$ cat src/logic/systolic_pkg.sv
package systolic_pkg;

  localparam int array_n = 4;  // Array side, FIFO depth and lane count
  localparam int data_w  = 16;
  localparam int frac_w  = 8;  // Q8.8 fixed point
  localparam int sel_w   = $clog2(array_n);
  localparam int cnt_w   = $clog2(3 * array_n + 3);

  typedef logic signed [data_w-1:0] data_t;

  typedef logic [sel_w-1:0] sel_t;

  typedef data_t [array_n-1:0] lane_vec_t;

  typedef logic [array_n-1:0] lane_bits_t;

  // One load strobe carries column k of X and row k of W
  typedef struct packed {
    lane_vec_t x_col;  // Element per row
    lane_vec_t w_row;  // Element per column
  } load_word_t;

  typedef enum logic [1:0] {
    st_idle,
    st_run,
    st_drain
  } ctrl_state_t;

endpackage

$ cat src/logic/systolic_ctrl.sv
`timescale 1ns/10ps

module systolic_ctrl (
  input  logic                     clk,
  input  logic                     reset,
  input  logic                     start,
  input  systolic_pkg::lane_bits_t fifo_full,
  output logic                     clear,
  output logic                     mac_en,
  output systolic_pkg::lane_bits_t rd_en,
  output logic                     busy,
  output logic                     done
);

  import systolic_pkg::*;

  ctrl_state_t      state;
  logic [cnt_w-1:0] cnt;
  logic             start_ok;
  logic             run_last;
  logic             drain_last;

  assign start_ok   = start && (state == st_idle) && (&fifo_full);
  assign run_last   = (cnt == cnt_w'(2 * array_n - 1));  // Last read of lane N-1
  assign drain_last = (cnt == cnt_w'(3 * array_n + 1));  // Product has reached PE(N-1,N-1)

  always_ff @(posedge clk) begin
    if (reset) begin
      state <= st_idle;
      cnt   <= '0;
    end else begin
      case (state)
        st_idle: begin
          cnt <= '0;
          if (start_ok) state <= st_run;
        end
        st_run: begin
          cnt <= cnt + 1'b1;
          if (run_last) state <= st_drain;
        end
        st_drain: begin
          if (drain_last) begin
            state <= st_idle;
            cnt   <= '0;
          end else begin
            cnt <= cnt + 1'b1;
          end
        end
        default: state <= st_idle;
      endcase
    end
  end

  // Lane i reads during cycles i+1 .. i+array_n
  always_comb begin
    rd_en = '0;
    for (int i = 0; i < array_n; i++) begin
      rd_en[i] = (state == st_run) && (cnt >= cnt_w'(i + 1)) &&
                 (cnt <= cnt_w'(i + array_n));
    end
  end

  assign clear  = (state == st_run) && (cnt == '0);
  assign mac_en = ((state == st_run) && (cnt != '0)) || (state == st_drain);
  assign busy   = (state != st_idle);
  assign done   = (state == st_drain) && drain_last;

  a_rd_clear: assert property (@(posedge clk) disable iff (reset) clear |-> (rd_en == '0))
    else $error("systolic_ctrl read during clear");

endmodule

$ cat config.mk
export PLATFORM = sky130hd
export DESIGN_NAME = systolic_ctrl
export DESIGN_NICKNAME = d
export VERILOG_FILES = /design/src/logic/systolic_pkg.sv /design/src/logic/systolic_ctrl.sv
export SDC_FILE = /design/constraint.sdc
export NUM_CORES = 1
export LEC_CHECK = 0
export BUFFER_PORTS_ARGS = -buffer_cell sky130_fd_sc_hd__clkbuf_2
export CORE_MARGIN = 8
export CORE_UTILIZATION = 39
export CTS_CLUSTER_SIZE = 28
export DETAILED_ROUTE_END_ITERATION = 7
export PLACE_DENSITY = 0.63
export SETUP_SLACK_MARGIN = 0.5
export SYNTH_ARGS = -nofsm -noshare
export SYNTH_HDL_FRONTEND = slang
export SYNTH_SLANG_ARGS = --single-unit
$ cat constraint.sdc
create_clock -name clk -period 2.1 [get_ports clk]
set_clock_uncertainty 0.15 [all_clocks]
set_input_delay 0.21 -clock clk [delete_from_list [all_inputs] [get_ports clk]]
set_output_delay 0.21 -clock clk [all_outputs]
set_load 0.05 [all_outputs]
==> results by group, run 1 <==
Outcome
  – Run status: finished clean

Synth
  – Mux contribution to synthesized area: 0.0180
  – Synth warn: 0
  – Sequential share of the synthesized area: 0.216
  – Synth cell types: 25
  – Post-Synth Simple-Gate Area: 0.306
  – Main combinational cell family by area after synthesis: simple AND/OR/NAND/NOR gates
  – Compound-Gate Fraction of Synth Area: 0.166
  – Adder-cell share of the synthesized area: 0.225
  – Cells after Synth: 74
  – Mean Syn Cell Area: between 7 and 8 um2
  – Synth Register Bits: 6
  – Synth Area in XOR/XNOR: 0
  – Syn nets: roughly 90
  – Post-Syn Area: 557 um2

Worst hold path
  – Hold Crit Class: in2reg
  – Hold Crit Depth: 2
  – Hold Startpoint: reset
  – Hold endpoint: cnt[1]$_SDFFE_PP0P_

Place
  – Cell count after placement: 102
  – Buffers on Ports: 14
  – Routability cong.: around 0.75
  – Dpl hpwl: 996 um

Worst setup path
  – CP Capture Type: output pin
  – Reg2Reg Depth: 6
  – Critical path arrival: 1450 ps
  – CP Max Fanout: 5
  – CP required: 1740 ps
  – Reg-to-Reg End: cnt[3]$_SDFFE_PP0P_
  – Crit path cell chain: inv_2 > ha_4 > or2b_4 > nor3b_4 > buf_8
  – R2r setup slk: 440 ps
  – CP Class: reg2out
  – CP max stage delay: 320 ps
  – Startpoint types: flop
  – Slowest stage cell on the critical path: or2b_4
  – RR Startpoint: state[0]$_SDFFE_PP0P_

Global routing
  – M1 GR Usage: 0.119
  – Number of global-route vias before repair: between 500 and 600
  – GR Util met3: 0.0248
  – Largest net degree at the start of global routing: 11
  – GR Overflow Total: 0
  – Met2 global-route usage: 0.181
  – Total GRT Usage: 0.107
  – Top Usage Layer GRT: met2
  – Initial antenna violation count: 0
  – First-pass GRT wire length: between 2000 and 2500 um

Power and ir drop
  – Sw Pwr: 450 uW
  – Portion of total power attributed to the clock network: 0.107
  – Power Density: between 1000 and 1500 nW/um2
  – Part of the power in registers: 0.177
  – Switching share of total power: 0.473
  – Pleak: 0.353 nW
  – Max IR drop VDD: ~990 uV
  – Logic pwr share: 0.716
  – P_int: 500 uW

Floorplan
  – Ports: 15
  – Starting Density: 0.423
  – # rows: 13
  – Die X: 53.8 um
  – Die area: 2890 um2
  – Die Y: approximately 54 um
  – Core area: 1320 um2

STA
  – Post-layout min period: approximately 1800 ps
  – Period utilization: 0.861
  – Post-route setup TNS: 0 ps
  – Hold Vio Cnt, Final: 0
  – Final max-slew violation count: 0
  – Final Setup Violations: 0
  – RSZ-0062 raised after global routing: yes
  – Worst slew pin tran: 363 ps
  – Maximum clock frequency: roughly 550 MHz
  – Slew headroom: 0.758

Clock tree
  – CTS hold repair buffers: 0
  – CTS clock-pin slew for the worst setup and hold paths: about 40 ps
  – Root Buffer: clkbuf_4
  – H-tree Lvls: 1
  – Sinks on Clock Net: 6
  – CTS tree: built
  – Total CTS buffers: 3
  – Max clock buf depth: 2
  – Clk Latency, worst-skew pair: 240 ps

Routing
  – Routed Wire Length: roughly 1300 um
  – 1st-iter DRT viols: 6
  – Final ANT Viol Nets: 0
  – DR pass1 iterations: 5
  – Via count: about 560
  – Avg WL per Cell: about 12 um
  – Vias/cell: 5.07
  – # DRC: 0

Layout
  – Area growth from synthesis to layout: 68.1%
  – Non-Filler Instances: 110
  – Antenna Cells: 0
  – Share of cells above drive strength 1: 0.537
  – Nets: 114

Flow run
  – Max Cap Viol: 0
## cell usage after synthesis, drive strengths merged
library cell | instances | area [um2]
ha | 10 | 125
nand2 | 6 | 22.5
mux2i | 1 | 10.0
o21a | 1 | 7.51
and2 | 1 | 6.26
a21oi | 6 | 30.0
inv | 8 | 30.0
a211oi | 2 | 15.0
nand3b | 2 | 15.0
clkbuf | 1 | 3.75
o21ai | 3 | 15.0
nor2 | 9 | 33.8
nor4b | 1 | 8.76
nand2b | 2 | 12.5
o31a | 1 | 8.76
and4 | 1 | 11.3
buf | 1 | 5.00
nor3b | 3 | 22.5
dfxtp | 6 | 120
a22o | 1 | 10.0
a31oi | 1 | 6.26
or2b | 1 | 7.51
nor3 | 3 | 15.0
nand3 | 3 | 15.0
## worst max path at each step
stage                     slack [ps]       end  cells past startpoint                   from
after floorplan                  350  rd_en[0]                      4  state[1]$_SDFFE_PP0P_
after global placement           360  rd_en[1]                      5  state[1]$_SDFFE_PP0P_
after detailed placement         340  rd_en[1]                      5  state[1]$_SDFFE_PP0P_
after CTS                        270  rd_en[1]                      5  state[1]$_SDFFE_PP0P_
after global routing             220  rd_en[1]                      5  state[1]$_SDFFE_PP0P_
final                            290     clear                      5  state[1]$_SDFFE_PP0P_
## registers in the layout, summed over array words and instances, names as in the netlist
register and flops:
state 2, cnt 4
## stage by stage
step           hold WS, ps  power [mW]  worst slack [ps]  utilization  instance area [um2]
6_report              64.7       0.950               292        0.710                  936
5_1_grt               74.4        1.03               219        0.710                  936
4_1_cts               58.0       0.899               267        0.656                  865
3_5_place_dp           325       0.700               335        0.548                  722
3_3_place_gp           328       0.695               362        0.548                  722
2_1_floorplan          122       0.602               354            -                  634
## cells in the final DEF (no fill, tap or decap), types with 4 or more instances in the layout
master	instances
clkbuf_4	4
inv_1	4
ha_4	4
nor2_1	7
nand2_1	6
clkbuf_2	6
buf_4	6
a21oi_1	6
buf_8	6
ha_1	5
## per-layer routing
layer | vias to the layer above | wire (um) | part of all wire
li1 | 293 | - | -
met1 | 254 | 573 | 0.43
met2 | 9 | 682 | 0.51
met3 | 2 | 64 | 0.048
met4 | 0 | 9 | 0.0068
met5 | - | 0 | 0
## critical path: cells and delay by family, from the launching register on
family	cells	cell delay, ps
and+or+nand+nor	2	520
adders and majority gates	1	130
buffers and inverters	2	240
DFF	1	310
## repair_timing
action                     4_1_cts  5_1_grt
pin swaps                        3        3
buffers inserted                 3        2
setup endpoints to repair       11       14
gates cloned                     0        0
gates resized for setup         22       19
## layout make-up
class                      count  area [um2]
clock buffer                   3        22.5
fill                         105         382
inverter                       8        37.5
multi-input combinational     58         543
sequential                     6         130
tap                           15        18.8
timing repair buffer          20         184
## power groups by stage
stage          Clock, mW  Sequential (mW)  Combinational [mW]
2_1_floorplan          0            0.170               0.432
3_3_place_gp           0            0.174               0.521
3_5_place_dp           0            0.176               0.525
4_1_cts            0.110            0.167               0.622
5_1_grt            0.115            0.171               0.746
6_report           0.102            0.168               0.680
## cells by family after synthesis
group	count (synthesis)
mux	1
compound gates	15
flops	6
simple gates	32
fa+ha+maj	10
buf+inv	10
Power figures use the tool's default switching activity.
==> run 2: changes to the inputs <==
CORE_MARGIN = 5   (was 8)
==> results by group, run 2 (synthesis gave the netlist of run 1 again) <==
Outcome
  – Run status: finished clean

STA
  – Post-layout min period: 1820 ps (+15.0 ps)
  – RSZ-0062 raised after global routing: yes
  – Final WS setup: 277 ps (-15.0 ps)
  – Worst slew pin tran: 309 ps (-54.1 ps)
  – Period utilization: 0.868 (+0.00715)
  – Hold Vio Cnt, Final: 0 (unchanged)
  – Final Setup Violations: 0 (unchanged)
  – Post-route setup TNS: 0 ps (unchanged)
  – Smallest hold slack: 67.6 ps (+2.84 ps)
  – Final max-slew violation count: 0 (unchanged)
  – Slew headroom: 0.792 (+0.0342)
  – Maximum clock frequency: 549 MHz (-0.82%)

Power and ir drop
  – Max IR drop VDD: 801 uV (-19%)
  – Power Density: 1000 nW/um2 (-1.5%)
  – Part of the power in registers: 0.168 (-0.009)
  – Sw Pwr: 483 uW (+7.4%)
  – P_int: 523 uW (+4.5%)
  – Logic pwr share: 0.733 (+0.017)
  – Switching share of total power: 0.480 (+0.00690)
  – Portion of total power attributed to the clock network: 0.099 (-0.008)
  – Pleak: 0.377 nW (+6.8%)

Place
  – Dpl ws: 344 ps (+9.12 ps)
  – Routability cong.: 0.766 (+2.1%)
  – Cell count after placement: 103 (+0.98%)
  – Dpl hpwl: 932 um (-6.4%)
  – Buffers on Ports: 14 (unchanged)

Worst setup path
  – Startpoint types: flop
  – Slowest stage cell on the critical path: dfxtp_2
  – Critical path arrival: 1460 ps (about the same)
  – Crit path cell chain: inv_2 > ha_4 > or2b_4 > a211oi_4 > buf_8
  – Buf+Inv Stages, Crit Path: 2 (unchanged)
  – Critical path's top delay family: flip-flops
  – CP Capture Type: output pin
  – Critical Path Start: state[1]$_SDFFE_PP0P_
  – R2r setup slk: 500 ps (+60 ps)
  – CP Max Fanout: 5 (unchanged)
  – CP Class: reg2out
  – RR Startpoint: state[1]$_SDFFE_PP0P_
  – CP max stage delay: 320 ps (about the same)
  – CP required: 1740 ps (about the same)

Layout
  – Largest Register: cnt
  – Share of cells above drive strength 1: 0.616 (+0.0793)
  – Non-Filler Instances: 114 (+3.6%)
  – Nets: 118 (+3.5%)
  – Commonest non-fill, non-tap cell in the layout: buf_4
  – Commonest cells after routing, fill and taps aside: 10 x buf_4, 7 x nor2_1, 7 x buf_8
  – Max reg flops: 4 (unchanged)
  – Biggest regs: cnt: 4 flops, state: 2 flops
  – Antenna Cells: 0 (unchanged)
  – Area growth from synthesis to layout: 80.7%

Flow run
  – Max Cap Viol: 0 (unchanged)

Global routing
  – Total GRT Usage: 0.128 (+0.0206)
  – Initial antenna violation count: 0 (unchanged)
  – Number of global-route vias before repair: 504 (-6.1%)
  – Largest net degree at the start of global routing: 10 (-1)
  – First-pass GRT wire length: 2050 um (-11%)
  – GR Overflow Total: 0 (unchanged)

Routing
  – Routed Wire Length: 1540 um (+16%)
  – Avg WL per Cell: 13.5 um (+12%)
  – Final ANT Viol Nets: 0 (unchanged)
  – DR pass1 iterations: 4 (-1)
  – Vias/cell: 5.18 (+2.2%)
  – 1st-iter DRT viols: 7 (+1)
  – Via count: 591 (+5.9%)
  – # DRC: 0 (unchanged)

Floorplan
  – Starting Density: 0.417 (-0.00515)
  – Core area: 1330 um2 (+1.2%)
  – Ports: 15 (unchanged)
  – Die X: 47.8 um (-11%)
  – Die Y: 47.8 um (-11%)
  – Die area: 2280 um2 (-21%)
  – # rows: 13 (unchanged)

Clock tree
  – CTS hold repair buffers: 0 (unchanged)
  – H-tree Lvls: 1 (unchanged)
  – Clk Latency, worst-skew pair: 240 ps (about the same)
  – Root Buffer: clkbuf_4
  – CTS clock-pin slew for the worst setup and hold paths: 40 ps (about the same)
  – CTS tree: built
  – Sinks on Clock Net: 6 (unchanged)
  – Total CTS buffers: 3 (unchanged)
  – Max clock buf depth: 2 (unchanged)

Worst hold path
  – Hold Crit Class: in2reg
  – Hold Startpoint: reset
==> run 2: layer usage <==
layer  GRT usage  up-vias  wire (um)
met5           0        -          0
met4      0.0806        0         36
met3      0.0113        4        119
met2       0.203       22        727
met1       0.164      261        659
li1            -      304          -
==> run 2: what timing repair did <==
| action | 4_1_cts | 5_1_grt |
|---|---|---|
| buffers inserted | 6 | 2 |
| resized for setup | 31 | 20 |
| pin swaps | 7 | 6 |
| endpoints found under the setup margin | 11 | 12 |
==> run 2: worst paths after layout <==
check                           to  cells after the start
max                       rd_en[0]                      5
min            cnt[0]$_SDFFE_PP0P_                      2
max reg2reg  state[1]$_SDFFE_PP0P_                      7
min reg2reg    cnt[2]$_SDFFE_PP0P_                      2
==> run 2: through the flow <==
stage | area, um2 | utilization | total power, mW
floorplan | 634 | - | 0.602
detailed placement | 729 | 0.547 | 0.694
global route | 1010 | 0.754 | 1.07
global placement | 729 | 0.547 | 0.693
finish | 1010 | 0.754 | 1.01
CTS | 940 | 0.705 | 0.961
==> run 2: area by class of cell <==
class / count / area (um2)
sequential: 6 / 138
multi-input combinational: 58 / 574
timing repair buffer: 24 / 215
tap: 15 / 18.8
fill: 88 / 328
inverter: 8 / 37.5
clock buffer: 3 / 22.5
==> run 2: power groups by stage <==
stage / sequential [mW] / combinational (mW) / clock, mW
CTS: 0.170 / 0.684 / 0.107
detailed placement: 0.175 / 0.520 / 0
global placement: 0.174 / 0.519 / 0
global route: 0.172 / 0.794 / 0.108
finish: 0.169 / 0.737 / 0.0998
floorplan: 0.170 / 0.432 / 0
==> run 3: changes to the inputs <==
HOLD_SLACK_MARGIN = 0.15   (was unset)
==> results by group, run 3 (synthesis gave the netlist of run 1 again) <==
Outcome
  – Run status: finished clean

Floorplan
  – Die Y: 47.8 um (unchanged)
  – Die area: 2280 um2 (unchanged)
  – Die X: 47.8 um (unchanged)
  – # rows: 13 (unchanged)
  – Starting Density: 0.417 (unchanged)
  – Core area: 1330 um2 (unchanged)
  – Ports: 15 (unchanged)

Worst hold path
  – Hold endpoint: state[1]$_SDFFE_PP0P_
  – Hold Startpoint: start
  – Hold Crit Class: in2reg
  – Hold Crit Depth: 5 (+3)

Layout
  – Non-Filler Instances: 115 (+0.88%)
  – Max reg flops: 4 (unchanged)
  – Commonest non-fill, non-tap cell in the layout: buf_4
  – Fin util: 0.762 (+0.00750)
  – Largest Register: cnt
  – Nets: 119 (+0.85%)
  – Biggest regs: cnt: 4 flops, state: 2 flops
  – Share of cells above drive strength 1: 0.610 (-0.00616)
  – FILL cells: 87 (-1.1%)
  – Area growth from synthesis to layout: 82.5%
  – Commonest cells after routing, fill and taps aside: 10 x buf_4, 7 x nor2_1, 7 x buf_8
  – Antenna Cells: 0 (unchanged)

Clock tree
  – Max clock buf depth: 2 (unchanged)
  – CTS clock-pin slew for the worst setup and hold paths: 40 ps (about the same)
  – Total CTS buffers: 3 (unchanged)
  – H-tree Lvls: 1 (unchanged)
  – Root Buffer: clkbuf_4
  – Sinks on Clock Net: 6 (unchanged)
  – CTS tree: built
  – Clk Latency, worst-skew pair: 240 ps (about the same)

Flow run
  – Max Cap Viol: 0 (unchanged)

Global routing
  – Largest net degree at the start of global routing: 10 (unchanged)
  – GR Overflow Total: 0 (unchanged)
  – First-pass GRT wire length: 2060 um (+0.68%)
  – Total GRT Usage: 0.128 (+0.000759)
  – Initial antenna violation count: 0 (unchanged)
  – Number of global-route vias before repair: 503 (-0.20%)

STA
  – Post-layout min period: 1820 ps (+0.00800 ps)
  – Maximum clock frequency: 549 MHz (about the same)
  – Hold Vio Cnt, Final: 0 (unchanged)
  – Worst slew pin tran: 309 ps (unchanged)
  – Final Setup Violations: 0 (unchanged)
  – Slew headroom: 0.792 (unchanged)
  – RSZ-0062 raised after global routing: yes
  – Period utilization: 0.868 (about the same)
  – Final max-slew violation count: 0 (unchanged)
  – Post-route setup TNS: 0 ps (unchanged)

Worst setup path
  – R2r setup slk: 500 ps (about the same)
  – Critical Path Start: state[1]$_SDFFE_PP0P_
  – CP required: 1740 ps (about the same)
  – CP Max Fanout: 5 (unchanged)
  – Reg2Reg Depth: 7 (unchanged)
  – RR Startpoint: state[1]$_SDFFE_PP0P_
  – CP Capture Type: output pin
  – Startpoint types: flop
  – CP Class: reg2out
  – Reg-to-Reg End: state[1]$_SDFFE_PP0P_
  – Critical path arrival: 1460 ps (about the same)

Place
  – Buffers on Ports: 14 (unchanged)
  – Dpl hpwl: 932 um (unchanged)
  – Cell count after placement: 103 (unchanged)
  – Routability cong.: 0.766 (unchanged)

Routing
  – DR pass1 iterations: 4 (unchanged)
  – Routed Wire Length: 1550 um (+0.39%)
  – Avg WL per Cell: 13.5 um (-0.48%)
  – # DRC: 0 (unchanged)
  – Via count: 595 (+0.68%)
  – 1st-iter DRT viols: 7 (unchanged)
  – Final ANT Viol Nets: 0 (unchanged)
  – Vias/cell: 5.17 (-0.20%)

Power and ir drop
  – Max IR drop VDD: 801 uV (about the same)
  – Pleak: 0.381 nW (+1.1%)
  – Total power after layout: 1.01 mW (+0.15%)
  – Power Density: 991 nW/um2 (-0.83%)
run 3: changes by cell type in the layout (fill, tap and decap cells not counted):
cell | previous run | this run
dlygate4sd3_1 | 0 | 1
run 3: area by class of cell:
cell class                 count  area (um2)  area share
clock buffer                   3        22.5      0.0222
multi-input combinational     58         574       0.565
tap                           15        18.8      0.0185
inverter                       8        37.5      0.0369
timing repair buffer          25         225       0.222
sequential                     6         138       0.135
run 3: worst max-delay path: stages (launching register included):
cell and delay (ps):
dfxtp_2 320, inv_2 70, ha_4 130, or2b_4 320
a211oi_4 210, buf_8 180
run 3: worst max path at each step:
| stage | to | slack [ps] | cells after the start |
|---|---|---|---|
| floorplan | rd_en[0] | 350 | 4 |
| global placement | rd_en[0] | 360 | 5 |
| detailed placement | rd_en[0] | 340 | 5 |
| CTS | clear | 270 | 5 |
| global route | rd_en[0] | 230 | 5 |
| finish | rd_en[0] | 280 | 5 |
run 3: per-layer routing:
metal / global-route usage / up-vias / wire, um
met3: 0.0113 / 4 / 118
met1: 0.166 / 263 / 662
met4: 0.0806 / 0 / 36
li1: - / 306 / -
met5: 0 / - / 0
met2: 0.203 / 22 / 731
run 3: power breakdown:
| group | leakage (nW) | internal [mW] | switching (mW) |
|---|---|---|---|
| registers | 0.0527 | 0.144 | 0.0247 |
| clock network | 0.0138 | 0.0642 | 0.0355 |
| logic | 0.314 | 0.316 | 0.423 |
| total | 0.381 | 0.524 | 0.483 |
run 3: repair_timing:
item,in CTS,in global routing
setup buffers,6,2
hold endpoints to repair,4,0
pin swaps,7,6
setup endpoints to repair,11,12
hold buffers,1,0
resized for setup,31,20
cloned,0,0
run 3: per-stage QoR:
step                hold slack [ps]  worst slack, ps  instance area (um2)
floorplan                       122              354                  634
global placement                325              362                  729
detailed placement              313              344                  729
CTS                             374              273                  950
global route                    437              226                 1020
finish                          399              277                 1020
